File: src/verilog/capture_pkg.sv
package capture_pkg;

  // one i/q sample, 16 bit i in the upper half and 16 bit q in the lower half
  localparam int sample_w = 32;

  typedef logic [sample_w-1:0] sample_t;     // sample or counter value

  // two lanes side by side, upper lane in bits 63:32
  typedef logic [2*sample_w-1:0] fifo_word_t;

  // dds pipeline countdown, wide enough for latencies up to 15
  typedef logic [3:0] latency_cnt_t;

endpackage

File: src/verilog/route_pkg.sv
package route_pkg;

  // one nibble of the route word per lane
  localparam int lane_sel_w = 4;
  localparam int route_w    = 2 * lane_sel_w;

  // nibble positions in the route word
  localparam int lower_lsb = 0;           // lower lane
  localparam int upper_lsb = lane_sel_w;  // upper lane

  // lane source codes, anything above 3 behaves like src_adc
  typedef enum logic [lane_sel_w-1:0] {
    src_adc        = 4'd0,  // adc i/q sample
    src_dac        = 4'd1,  // dac/dds i/q sample
    src_adc_count  = 4'd2,  // capture sample counter
    src_glbl_count = 4'd3   // free running cycle counter
  } lane_src_e;

endpackage

File: src/verilog/capture_ctrl.sv
`timescale 1ns/1ps

module capture_ctrl #(
  parameter int dds_latency = 2  // chirp pipeline delay in clocks, 1 to 15
) (
  input  logic clk_245_76MHz,
  input  logic cpu_reset,
  input  logic adc_enable,    // capture request from software
  input  logic chirp_init,    // chirp start pulse, loads the countdown
  output logic capture_on,    // second enable stage that gates fifo writes
  output logic capture_last   // final write of the current capture
);

  import capture_pkg::*;

  typedef enum logic {
    st_idle,
    st_capture
  } state_e;

  state_e       state;
  logic         en_r;         // first enable stage
  latency_cnt_t latency_cnt;  // remaining dds pipeline clocks
  logic         hold;         // freeze the fsm while the chirp is in flight

  assign hold = (latency_cnt != '0);

  // second enable stage only moves once the dds pipeline has drained
  always_ff @(posedge clk_245_76MHz) begin
    if (cpu_reset) begin
      en_r  <= 1'b0;
      state <= st_idle;
    end else begin
      en_r <= adc_enable;
      if (!hold) begin
        case (state)
          st_idle: begin
            if (en_r)
              state <= st_capture;  // window opens
          end
          st_capture: begin
            if (!en_r)
              state <= st_idle;     // window closes
          end
          default: state <= st_idle;
        endcase
      end
    end
  end

  // countdown reload on every chirp start, then runs down to zero and sticks
  always_ff @(posedge clk_245_76MHz) begin
    if (cpu_reset)
      latency_cnt <= '0;
    else if (chirp_init)
      latency_cnt <= latency_cnt_t'(dds_latency - 1);
    else if (hold)
      latency_cnt <= latency_cnt - 1'b1;
  end

  assign capture_on   = (state == st_capture);
  assign capture_last = capture_on & ~en_r;  // enable already dropped at stage one

  // countdown stays inside the loaded range
  a_cnt_bound: assert property (@(posedge clk_245_76MHz) disable iff (cpu_reset)
    latency_cnt <= latency_cnt_t'(dds_latency - 1));

endmodule

File: src/verilog/sample_counters.sv
`timescale 1ns/1ps

module sample_counters (
  input  logic                 clk_245_76MHz,
  input  logic                 cpu_reset,
  input  logic                 capture_on,   // capture window from capture_ctrl
  input  logic                 data_valid,   // sample strobe
  output capture_pkg::sample_t glbl_count,   // clocks since reset
  output capture_pkg::sample_t adc_count     // samples taken inside capture windows
);

  // free running, wraps at 2**32
  always_ff @(posedge clk_245_76MHz) begin
    if (cpu_reset)
      glbl_count <= '0;
    else
      glbl_count <= glbl_count + 1'b1;
  end

  // counts only valid samples while capturing
  // keeps counting across windows, never cleared except by reset
  always_ff @(posedge clk_245_76MHz) begin
    if (cpu_reset)
      adc_count <= '0;
    else if (capture_on && data_valid)
      adc_count <= adc_count + 1'b1;
  end

endmodule

File: src/verilog/lane_router.sv
`timescale 1ns/1ps

module lane_router (
  input  logic                         clk_245_76MHz,
  input  logic                         cpu_reset,
  input  logic [route_pkg::route_w-1:0] route_ctrl,  // one source nibble per lane
  input  logic                         data_valid,
  input  capture_pkg::sample_t         adc_data,     // adc i/q
  input  capture_pkg::sample_t         dac_data,     // dds i/q fed to the dac
  input  capture_pkg::sample_t         glbl_count,
  input  capture_pkg::sample_t         adc_count,
  output capture_pkg::sample_t         lane_upper,   // goes to fifo bits 63:32
  output capture_pkg::sample_t         lane_lower,   // goes to fifo bits 31:0
  output logic                         lane_valid    // data_valid, one clock later
);

  import capture_pkg::*;
  import route_pkg::*;

  // one nibble to one source
  function automatic sample_t pick_source(input logic [lane_sel_w-1:0] code);
    lane_src_e src;
    src = lane_src_e'(code);
    case (src)
      src_dac:        pick_source = dac_data;
      src_adc_count:  pick_source = adc_count;    // debug ramp, moves with captures
      src_glbl_count: pick_source = glbl_count;   // debug ramp, moves every clock
      default:        pick_source = adc_data;     // src_adc and unused codes
    endcase
  endfunction

  // valid travels with the lanes
  always_ff @(posedge clk_245_76MHz) begin
    if (cpu_reset)
      lane_valid <= 1'b0;
    else
      lane_valid <= data_valid;
  end

  // lane payload, route word may change on any clock
  always_ff @(posedge clk_245_76MHz) begin
    lane_lower <= pick_source(route_ctrl[lower_lsb +: lane_sel_w]);
    lane_upper <= pick_source(route_ctrl[upper_lsb +: lane_sel_w]);
  end

endmodule

File: src/verilog/sample_fifo.sv
`timescale 1ns/1ps

module sample_fifo #(
  parameter int fifo_depth = 16  // entries, power of two, at least 2
) (
  input  logic                    clk_245_76MHz,
  input  logic                    cpu_reset,
  input  logic                    wr_en,      // push request
  input  capture_pkg::fifo_word_t wr_data,
  input  logic                    wr_last,    // end of capture mark for this word
  output capture_pkg::fifo_word_t tdata,      // head entry, show-ahead
  output logic                    tvalid,
  output logic                    tlast,
  input  logic                    tready,
  output logic                    overflow    // sticky, a write was dropped
);

  import capture_pkg::*;

  localparam int addr_w = $clog2(fifo_depth);

  fifo_word_t        data_mem [fifo_depth];  // payload
  logic              last_mem [fifo_depth];  // tlast per entry
  logic [addr_w:0]   wr_ptr;                 // extra msb tells full from empty
  logic [addr_w:0]   rd_ptr;
  logic [addr_w:0]   fill;                   // entries held
  logic [addr_w-1:0] wr_addr;
  logic [addr_w-1:0] rd_addr;
  logic              full;
  logic              push;
  logic              pop;

  assign wr_addr = wr_ptr[addr_w-1:0];
  assign rd_addr = rd_ptr[addr_w-1:0];
  assign fill    = wr_ptr - rd_ptr;
  assign full    = (fill == (addr_w + 1)'(fifo_depth));

  assign push = wr_en & ~full;      // full write is lost
  assign pop  = tvalid & tready;    // stream handshake

  always_ff @(posedge clk_245_76MHz) begin
    if (push) begin
      data_mem[wr_addr] <= wr_data;
      last_mem[wr_addr] <= wr_last;
    end
  end

  always_ff @(posedge clk_245_76MHz) begin
    if (cpu_reset) begin
      wr_ptr   <= '0;
      rd_ptr   <= '0;
      overflow <= 1'b0;
    end else begin
      if (push)
        wr_ptr <= wr_ptr + 1'b1;
      if (pop)
        rd_ptr <= rd_ptr + 1'b1;
      if (wr_en && full)
        overflow <= 1'b1;  // held until reset
    end
  end

  // head of queue drives the stream directly
  assign tvalid = (fill != '0);
  assign tdata  = data_mem[rd_addr];
  assign tlast  = tvalid & last_mem[rd_addr];  // no stale mark on an empty fifo

  // write pointer never laps the read pointer
  a_ptr_order: assert property (@(posedge clk_245_76MHz) disable iff (cpu_reset)
    fill <= (addr_w + 1)'(fifo_depth));

  // stalled word is held until taken
  a_stall_hold: assert property (@(posedge clk_245_76MHz) disable iff (cpu_reset)
    tvalid && !tready |=> tvalid && $stable(tdata) && $stable(tlast));

endmodule

File: src/verilog/adc_capture_top.sv
`timescale 1ns/1ps

module adc_capture_top #(
  parameter int dds_latency = 2,   // chirp pipeline delay, 1 to 15
  parameter int fifo_depth  = 16   // capture fifo entries, power of two
) (
  input  logic                         clk_245_76MHz,
  input  logic                         cpu_reset,
  input  capture_pkg::sample_t         adc_data,     // adc i/q
  input  capture_pkg::sample_t         dac_data,     // dds i/q
  input  logic                         data_valid,   // strobe for both samples
  input  logic                         chirp_init,
  input  logic                         adc_enable,
  input  logic [route_pkg::route_w-1:0] route_ctrl,
  output capture_pkg::fifo_word_t      tdata,
  output logic                         tvalid,
  output logic                         tlast,
  input  logic                         tready,
  output logic                         overflow
);

  import capture_pkg::*;

  logic       capture_on;
  logic       capture_last;
  sample_t    glbl_count;
  sample_t    adc_count;
  sample_t    lane_upper;
  sample_t    lane_lower;
  logic       lane_valid;
  logic       fifo_wr_en;
  fifo_word_t fifo_wr_data;

  capture_ctrl #(
    .dds_latency (dds_latency)
  ) u_capture_ctrl (
    .clk_245_76MHz (clk_245_76MHz),
    .cpu_reset     (cpu_reset),
    .adc_enable    (adc_enable),
    .chirp_init    (chirp_init),
    .capture_on    (capture_on),
    .capture_last  (capture_last)
  );

  sample_counters u_sample_counters (
    .clk_245_76MHz (clk_245_76MHz),
    .cpu_reset     (cpu_reset),
    .capture_on    (capture_on),
    .data_valid    (data_valid),
    .glbl_count    (glbl_count),
    .adc_count     (adc_count)
  );

  lane_router u_lane_router (
    .clk_245_76MHz (clk_245_76MHz),
    .cpu_reset     (cpu_reset),
    .route_ctrl    (route_ctrl),
    .data_valid    (data_valid),
    .adc_data      (adc_data),
    .dac_data      (dac_data),
    .glbl_count    (glbl_count),
    .adc_count     (adc_count),
    .lane_upper    (lane_upper),
    .lane_lower    (lane_lower),
    .lane_valid    (lane_valid)
  );

  // only gating point for captured data
  assign fifo_wr_en   = capture_on & lane_valid;
  assign fifo_wr_data = {lane_upper, lane_lower};  // upper lane in the high half

  sample_fifo #(
    .fifo_depth (fifo_depth)
  ) u_sample_fifo (
    .clk_245_76MHz (clk_245_76MHz),
    .cpu_reset     (cpu_reset),
    .wr_en         (fifo_wr_en),
    .wr_data       (fifo_wr_data),
    .wr_last       (capture_last),
    .tdata         (tdata),
    .tvalid        (tvalid),
    .tlast         (tlast),
    .tready        (tready),
    .overflow      (overflow)
  );

endmodule

File: config.mk
export PLATFORM = sky130hd
export DESIGN_NAME = adc_capture_top
export DESIGN_NICKNAME = d
export VERILOG_FILES = /design/src/verilog/capture_pkg.sv /design/src/verilog/route_pkg.sv /design/src/verilog/capture_ctrl.sv /design/src/verilog/sample_counters.sv /design/src/verilog/lane_router.sv /design/src/verilog/sample_fifo.sv /design/src/verilog/adc_capture_top.sv
export SDC_FILE = /design/constraint.sdc
export NUM_CORES = 1
export LEC_CHECK = 0
export BUFFER_PORTS_ARGS = -buffer_cell sky130_fd_sc_hd__clkbuf_2
export CAP_MARGIN = 20
export CORE_AREA = 3 3 368 370
export CTS_CLUSTER_DIAMETER = 80
export CTS_CLUSTER_SIZE = 16
export DETAILED_ROUTE_END_ITERATION = 6
export DIE_AREA = 0 0 371 373
export PLACE_DENSITY = 0.5
export SLEW_MARGIN = 5
export SYNTH_ARGS = -nofsm -noshare
export SYNTH_HDL_FRONTEND = slang
export SYNTH_SLANG_ARGS = --single-unit
File: constraint.sdc
create_clock -name clk_245_76MHz -period 5.4 [get_ports clk_245_76MHz]
set_input_delay 1.08 -clock clk_245_76MHz [delete_from_list [all_inputs] [get_ports clk_245_76MHz]]
set_output_delay 1.08 -clock clk_245_76MHz [all_outputs]
set_load 0.01 [all_outputs]
Word level (Yosys, flattened, before mapping)
Memory sizes are Yosys's and may differ from the RTL's. A register that Yosys moved wholly into a read port is not among the register bits.
Cells that the tools add are included.
{"block": "word_totals", "reg_bits": 146, "ramBits": 1040, "out_inout_bits": 67, "elab_cells": 51, "mem_count": 2}
{"block": "classes", "n_addsub": 6, "eq_ne": 7, "muxes": 11, "n_bitwise": 7, "n_reduce_logical": 6}
{"name": "u_sample_fifo.data_mem", "words": 16, "word_bits": 64, "read_ports": 1, "rd_ports_with_merged_regs": 1, "write_ports": 1, "line_no": "sample_fifo.sv:22", "rtl": "fifo_word_t data_mem [fifo_depth];"}
{"name": "u_sample_fifo.last_mem", "words": 16, "word_bits": 1, "read_ports": 1, "rd_ports_with_merged_regs": 1, "write_ports": 1, "line_no": "sample_fifo.sv:23", "rtl": "logic last_mem [fifo_depth];"}
{"op": "32-bit case mux with 3 select lines", "count": 2}
{"op": "32-bit by 1-bit adder with 32-bit output (second input constant)", "count": 2}
{"op": "4-bit by 2-bit == test with 1-bit output (second input constant)", "count": 4}
{"op": "4-bit 2-to-1 mux", "count": 4}
{"op": "5-bit by 1-bit adder with 5-bit output (second input constant)", "count": 2}
{"op": "4-bit by 1-bit == test with 1-bit output (second input constant)", "count": 2}
{"op": "1-bit bitwise AND", "count": 5}
{"op": "5-bit == test (second input constant)", "count": 1}
{"op": "1-bit 2-to-1 mux", "count": 5}
{"op": "5-bit nonzero test", "count": 1}
{"op": "5-bit subtractor", "count": 1}
{"op": "4-bit nonzero test", "count": 1}
{"op": "4-bit by 1-bit subtractor with 4-bit output (second input constant)", "count": 1}
{"op": "1-bit logical AND", "count": 2}
{"op": "1-bit NOT", "count": 2}
{"op": "2-bit nonzero test", "count": 1}
{"op": "2-bit OR reduction", "count": 1}

Longest topological paths before layout
Gate-level depths: netlist of run 1.
{"block": "depth", "ltp_word": 6, "ltp_mapped": 9, "mapped_depth_nobuf": 8}

Cells and area by module
A second synthesis of run 1 with hierarchy kept.
{"block": "hier_totals", "hier_cells": 2463, "hier_area_um2": 48034.8}
{"mod": "sample_fifo", "n_inst": 1, "cells_each": 1554, "area_each_um2": 40018.4}
{"mod": "lane_router", "n_inst": 1, "cells_each": 540, "area_each_um2": 4740.8}
{"mod": "sample_counters", "n_inst": 1, "cells_each": 340, "area_each_um2": 2997.9}
{"mod": "capture_ctrl", "n_inst": 1, "cells_each": 28, "area_each_um2": 271.5}
{"mod": "adc_capture_top", "n_inst": 1, "cells_each": 1, "area_each_um2": 6.3}

Least setup slack after synthesis of run 1
OpenSTA, ideal clock, no wires.
{"block": "synth_timing", "path_type": "register to register", "startpoint": "register u_sample_fifo.rd_ptr[1]", "endpoint": "memory u_sample_fifo.data_mem[11][0] (netlist name), enable pin", "setup_time_ns": 0.430, "arrival_time_ns": 3.450, "required_time_ns": 4.970, "path_slack_ns": 1.520, "stages_incl_launch_ff": 10, "path_buffers": 1, "synth_period_minus_slack_ns": 3.880, "cell_sequence": "dfxtp_1 -> inv_1 -> ha_1 -> nor2b_4 -> o211a_1 -> or3_4 -> nor4bb_4 -> nor2_2 -> buf_2 -> and3_1"}
{"block": "synth_via", "elab_chain_len": 6}
{"item": "start, declared", "line_no": "sample_fifo.sv:25", "rtl": "logic [addr_w:0] rd_ptr;"}
{"item": "start signal, assigned", "line_no": "sample_fifo.sv:57", "rtl": "rd_ptr <= rd_ptr + 1'b1;"}
{"item": "5-bit subtractor", "line_no": "sample_fifo.sv:35", "rtl": "assign fill = wr_ptr - rd_ptr;"}
{"item": "5-bit == test", "line_no": "sample_fifo.sv:36", "rtl": "assign full = (fill == (addr_w + 1)'(fifo_depth));"}
{"item": "1-bit NOT", "line_no": "sample_fifo.sv:38", "rtl": "assign push = wr_en & ~full;"}
{"item": "1-bit bitwise AND", "line_no": "sample_fifo.sv:38"}
{"item": "1-bit 2-to-1 mux", "line_no": "sample_fifo.sv:42", "rtl": "if (push) begin"}
{"item": "1-bit 2-to-1 mux (not written as such)", "line_no": "sample_fifo.sv:43", "rtl": "data_mem[wr_addr] <= wr_data;"}
{"item": "end, declared", "line_no": "sample_fifo.sv:22"}
Every way passes these cells.

==> metrics.yaml, run 1 <==
outcome: "finished, final reports clean"
die_height_um: 373
max_stage_delay_ns: 0.76
path_max_fanout: 32
maxCapViolCount: 0
required_ns: 4.32
slew_viol_final: 0
avgSynthCellArea_um2: 20.0
yosysWarnings: 0
cts_resized: 0
path_buf_inv: 2
ant_nets: 0
clock-sinks: 1190
finalSetupTns_ns: 0
dr_total_vias: 23600
synth_ff_type: "edfxtp_1"
tightest_slew_ns: 1.11
gp_routability_congestion: 0.848
irDropWorstVdd_uv: 196
rsz0062_at_grt: "no"
drt-initial-drc-count: 2214
h-tree-depth: 3
synthCells: 2314
area_growth_pct: 12.6
coreArea_um2: 133000
drcViolationCount: 0
p_leak_nw: 15.9
hp-class: "reg2reg"
grt_pass1_wl_um: 178000
io_buffers: 144
cp_common_cell: "mux4_2"
dr.pass1.iters: 5
drive_above_1_share: 0.270
cts_setup_buffers: 0
rows: 134
nFillCells: 11900
cp.arrival_ns: 3.39
wirelength_um: 125000
synth-edff-count: 1040
crit_slowest_cell: "dfxtp_4"
hp-start: "u_sample_counters.glbl_count[0]"
finalCritPeriodShare: 0.827
antenna_found_initial: 32
nets: 2565
synth_area_um2: 46300
final_common_cell: "edfxtp_1"
cts_buffer_depth: 3
post-route-min-period_ns: 4.47
dieArea_um2: 138000
synth-seq-cells: 1190
cts-root-buf: "clkbuf_16"
grt_util_all_layers: 0.181
r2r-start: "u_sample_fifo.rd_ptr[1]"
regArea_um2: 34200
dpl_cell_area_um2: 49500
hold_viol: 0
p_per_area_nw_per_um2: 388
crit_chain: "buf_4 -> mux4_2 -> mux4_2 -> clkbuf_2"
viasPerCell: 5.45
dpl.hpwl_um: 72400
synth_nets: 2405
crit_family: "multiplexers"
cts_made_buffers: 87
yosysSeqAreaShare: 0.740
wl_per_cell_um: 28.9
worst_setup_path_start_kind: "flop"
stdcell_area_um2: 52100
path_clk_slew_ns: 0.08
layout_common_cells: "edfxtp_1, mux4_2, dfxtp_1"
clock_latency_ns: 0.70
synth.distinct_cells: 59
ctsHoldBuffers: 0
fp.dieW_um: 371
finalSetupViolations: 0
async_reset_ff_frac: 0
multi_input_area_um2: 11600
pin_count: 145
fmax_ghz: 0.224
grt_pass1_vias: 23900
finalClockSkew_ns: 0.0317
start_util: 0.348
globalRouteOverflowTotal: 0
cts_tree: "yes"
crit_type: "reg2out"
grt_max_degree: 66
end_kind: "primary output"
slew-limit-headroom: 0.249
==> Yosys cell counts (all sizes together), types with 25 or more instances <==
cell type,count,area [µm²]
a21oi,35,175
a22oi,32,240
a31oi,32,200
and3,25,156
buf,49,241
clkbuf,78,293
dfxtp,150,3000
edfxtp,1040,31200
mux2,31,349
mux4,325,7320
nand2,76,285
nand3,31,155
nor2,96,363
nor2b,40,258
o21ai,81,405
xor2,38,333
==> worst register-to-register path: cells and delay by family (launching register included) <==
| family | cells | cell delay, ns |
|---|---|---|
| and+or+nand+nor | 5 | 1.94 |
| buffers and inverters | 2 | 0.58 |
| DFF | 1 | 0.38 |
| AOI/OAI and AO/OA | 1 | 0.22 |
| adders and majority gates | 1 | 0.30 |
==> path summary, 6_finish.rpt <==
| check | slack (ns) | cells past startpoint | endpoint |
|---|---|---|---|
| worst max-delay path | 0.93 | 4 | tdata[47] |
| worst min-delay path | 0.50 | 1 | u_sample_counters.glbl_count[0] |
| worst max register to register | 1.60 | 9 | u_sample_fifo.data_mem[14][49] |
| worst min register to register | 0.50 | 1 | u_sample_counters.glbl_count[0] |
==> flip-flops by register name, indices dropped and copies added (netlist names), 4 cells and up, named ones only <==
register / cells
u_lane_router.lane_lower: 32
u_sample_counters.glbl_count: 32
u_sample_fifo.wr_ptr: 5
u_sample_fifo.rd_ptr: 5
u_sample_counters.adc_count: 32
u_lane_router.lane_upper: 32
u_sample_fifo.data_mem: 1024
u_capture_ctrl.latency_cnt: 4
u_sample_fifo.last_mem: 16
==> power by group <==
group | leakage (nW) | switching, W | total [W] | internal, W
Combinational | 4.11 | 0.00163 | 0.00348 | 0.00184
Sequential | 10.6 | 0.000309 | 0.0105 | 0.0101
Clock | 1.23 | 0.00314 | 0.00629 | 0.00315
==> through the flow <==
stage               std cells  utilization  hold WS [ns]  power (W)  setup slack (ns)
floorplan                2314            -         0.438     0.0131              1.52
global placement         4151        0.372         0.457     0.0142              1.57
detailed placement       4153        0.372         0.479     0.0143              1.53
CTS                      4313        0.392         0.499     0.0205             0.755
global route             4313        0.392         0.517     0.0210             0.697
finish                   4323        0.392         0.497     0.0202             0.934
==> logic make-up (layout without fill, tap and decap cells) <==
group,Yosys count,count (layout),synth area share
AND/OR/NAND/NOR,330,330,0.0365
multiplexers,373,373,0.169
XOR/XNOR,60,60,0.0114
adder cells (fa/ha/maj),13,13,0.00351
AO/OA/AOI/OAI,206,206,0.0269
flip-flops,1190,1190,0.740
buffers and inverters,142,373,0.0128
other,0,10,0
==> metal layers <==
metal	track usage	wire length [µm]	up-vias	part of all wire
met3	0.0489	11400	142	0.091
li1	-	-	9795	-
met1	0.265	55100	12700	0.44
met5	0	118	-	0.00094
met2	0.266	56000	929	0.45
met4	0.0463	2550	18	0.020
==> final cells by class <==
type                       instances  area share
timing repair buffer             198      0.0271
sequential                      1190       0.657
tap                             1768      0.0425
clock inverter                    10     0.00204
antenna                           10    0.000480
inverter                          15     0.00108
multi-input combinational        982       0.222
clock buffer                     150      0.0475
Power figures use the tool's default switching activity.
==> run 2: changes to the inputs <==
clock period = 4.18 ns   (was 5.4 ns; I/O delays follow)
==> run 2 against run 1 <==
Net effect:
- die area unchanged
- combinational power rose by 37%
- routed wire length increased by 0.32%
- cell area rose by 0.66%
- non-clock buffer count grew 21
- final cell count up 0.32%
- critical path depth increased by 5
- power grew 30%
- largest power group unchanged
- worst setup slack worse by 0.62 ns
- clock power is 28% higher
- clock skew down 0.0030 ns
- critical path type unchanged
==> metrics.yaml, run 2 (synthesis gave the netlist of run 1 again) <==
end_kind: "primary output"
nFillCells: 11800  # -1.1%
finalClockSkew_ns: 0.0287  # -0.00296 ns
cts_tree: "yes"
viasPerCell: 5.40  # -0.87%
tightest_slew_ns: 1.02  # -0.0924 ns
antenna_found_initial: 18  # -44%
max_stage_delay_ns: 0.44  # -0.32 ns
required_ns: 3.34  # -0.98 ns
crit_chain: "inv_1 -> ha_1 -> nor2b_4 -> o211a_1 -> or3_4 -> a211oi_2 -> buf_4 -> inv_1 -> clkbuf_2"
grt_util_all_layers: 0.181  # +0.000324
largest_reg_flops: 1024  # unchanged
drive_above_1_share: 0.277  # +0.00786
p_per_area_nw_per_um2: 500  # +29%
wl_per_cell_um: 28.9  # about the same
dr_total_vias: 23400  # -0.55%
dieArea_um2: 138000  # unchanged
coreArea_um2: 133000  # unchanged
area_growth_pct: 13.3
die_height_um: 373  # unchanged
hold_viol: 0  # unchanged
path_clk_slew_ns: 0.07  # about the same
cts_setup_buffers: 0  # unchanged
clock_latency_ns: 0.68  # -0.02 ns
outcome: "finished, final reports clean"
start_util: 0.348  # unchanged
ff2ff_setup_slack_ns: 0.62  # -0.98 ns
ant_nets: 0  # unchanged
post-route-min-period_ns: 3.87
final_common_cell: "edfxtp_1"
drcViolationCount: 0  # unchanged
layout_common_cells: "edfxtp_1, mux4_2, dfxtp_1"
fin_util: 0.394  # +0.00258
slew_viol_final: 0  # unchanged
grt_pass1_vias: 24100  # +1.0%
hp-start: "adc_enable"
fp.dieW_um: 371  # unchanged
maxCapViolCount: 0  # unchanged
cts-root-buf: "clkbuf_16"
rr_worst_depth: 9  # unchanged
fmax_ghz: 0.258
cp.arrival_ns: 3.03  # -0.36 ns
cp_common_cell: "inv_1"
largest-register: "u_sample_fifo.data_mem"
drt-initial-drc-count: 2558  # +16%
nets: 2586  # +0.82%
finalCritPeriodShare: 0.926
cts_buffer_depth: 3  # unchanged
path_max_fanout: 10  # -69%
crit_family: "compound AO/OA/AOI/OAI gates"
irDropWorstVdd_uv: 307  # +57%
rsz0062_at_grt: "no"
min_to: "u_capture_ctrl.en_r"
io_buffers: 144  # unchanged
h-tree-depth: 3  # unchanged
finalSetupTns_ns: 0  # unchanged
clock-sinks: 1190  # unchanged
wirelength_um: 126000  # +0.32%
grt_pass1_wl_um: 179000  # +1.0%
hold_depth: 2  # +1
crit_slowest_cell: "a211oi_2"
cts_resized: 0  # unchanged
dr.pass1.iters: 6  # +1
r2r-end: "u_sample_fifo.data_mem[0][11]"
p_leak_nw: 16.1  # +1.0%
dpl.hpwl_um: 75200  # +3.8%
r2r-start: "u_sample_fifo.rd_ptr[1]"
pin_count: 145  # unchanged
grt_max_degree: 77  # +17%
globalRouteOverflowTotal: 0  # unchanged
hp-class: "in2reg"
cts_made_buffers: 87  # unchanged
gp_routability_congestion: 0.902  # +6.3%
path_buf_inv: 4  # +2
worst_setup_path_start_kind: "flop"
rows: 134  # unchanged
ctsHoldBuffers: 0  # unchanged
crit_type: "reg2out"
finalSetupViolations: 0  # unchanged
slew-limit-headroom: 0.314  # +0.0649
==> run 2: stage by stage <==
| step | hold slack (ns) | instance area (µm²) | setup WS, ns | cells | power (W) |
|---|---|---|---|---|---|
| final | 0.406 | 52400 | 0.311 | 4337 | 0.0262 |
| after global routing | 0.382 | 52400 | 0.143 | 4332 | 0.0273 |
| after CTS | 0.351 | 52400 | 0.200 | 4331 | 0.0267 |
| after detailed placement | 0.473 | 49900 | 0.614 | 4174 | 0.0186 |
| after global placement | 0.460 | 49900 | 0.659 | 4174 | 0.0185 |
| after floorplan | 0.438 | 46300 | 0.300 | 2314 | 0.0169 |
==> run 2: per-layer routing <==
layer / global-route usage / routed length [µm] / up-vias
met5: 0 / 80 / -
met4: 0.0388 / 2070 / 12
met3: 0.0318 / 8680 / 135
met2: 0.279 / 58400 / 819
met1: 0.269 / 56300 / 12600
li1: - / - / 9823
==> run 2: cell type report <==
class	instances	area, µm²	area share
timing repair buffer	219	1770	0.0338
inverter	15	56.3	0.00107
clock inverter	14	158	0.00301
tap	1768	2210	0.0422
multi-input combinational	982	11600	0.221
antenna	6	15.0	0.000286
clock buffer	143	2420	0.0461
sequential	1190	34200	0.653
==> run 2: report_power, final <==
| part | internal (W) | leakage, nW | switching [W] | total (W) |
|---|---|---|---|---|
| clock | 0.00401 | 1.23 | 0.00405 | 0.00806 |
| sequential | 0.0131 | 10.6 | 0.000300 | 0.0134 |
| combinational | 0.00245 | 4.27 | 0.00232 | 0.00477 |
==> run 2: worst max path at each step <==
stage,from,to,slack [ns],cells past startpoint
5_1_grt,flop,tdata[7],0.14,5
3_3_place_gp,u_sample_fifo.rd_ptr[1],u_sample_fifo.data_mem[0][9],0.66,9
3_5_place_dp,u_sample_fifo.rd_ptr[1],u_sample_fifo.data_mem[0][5],0.61,9
2_1_floorplan,u_sample_fifo.rd_ptr[1],u_sample_fifo.data_mem[11][0],0.30,9
6_report,u_sample_fifo.rd_ptr[1],tvalid,0.31,9
4_1_cts,flop,tdata[7],0.20,5
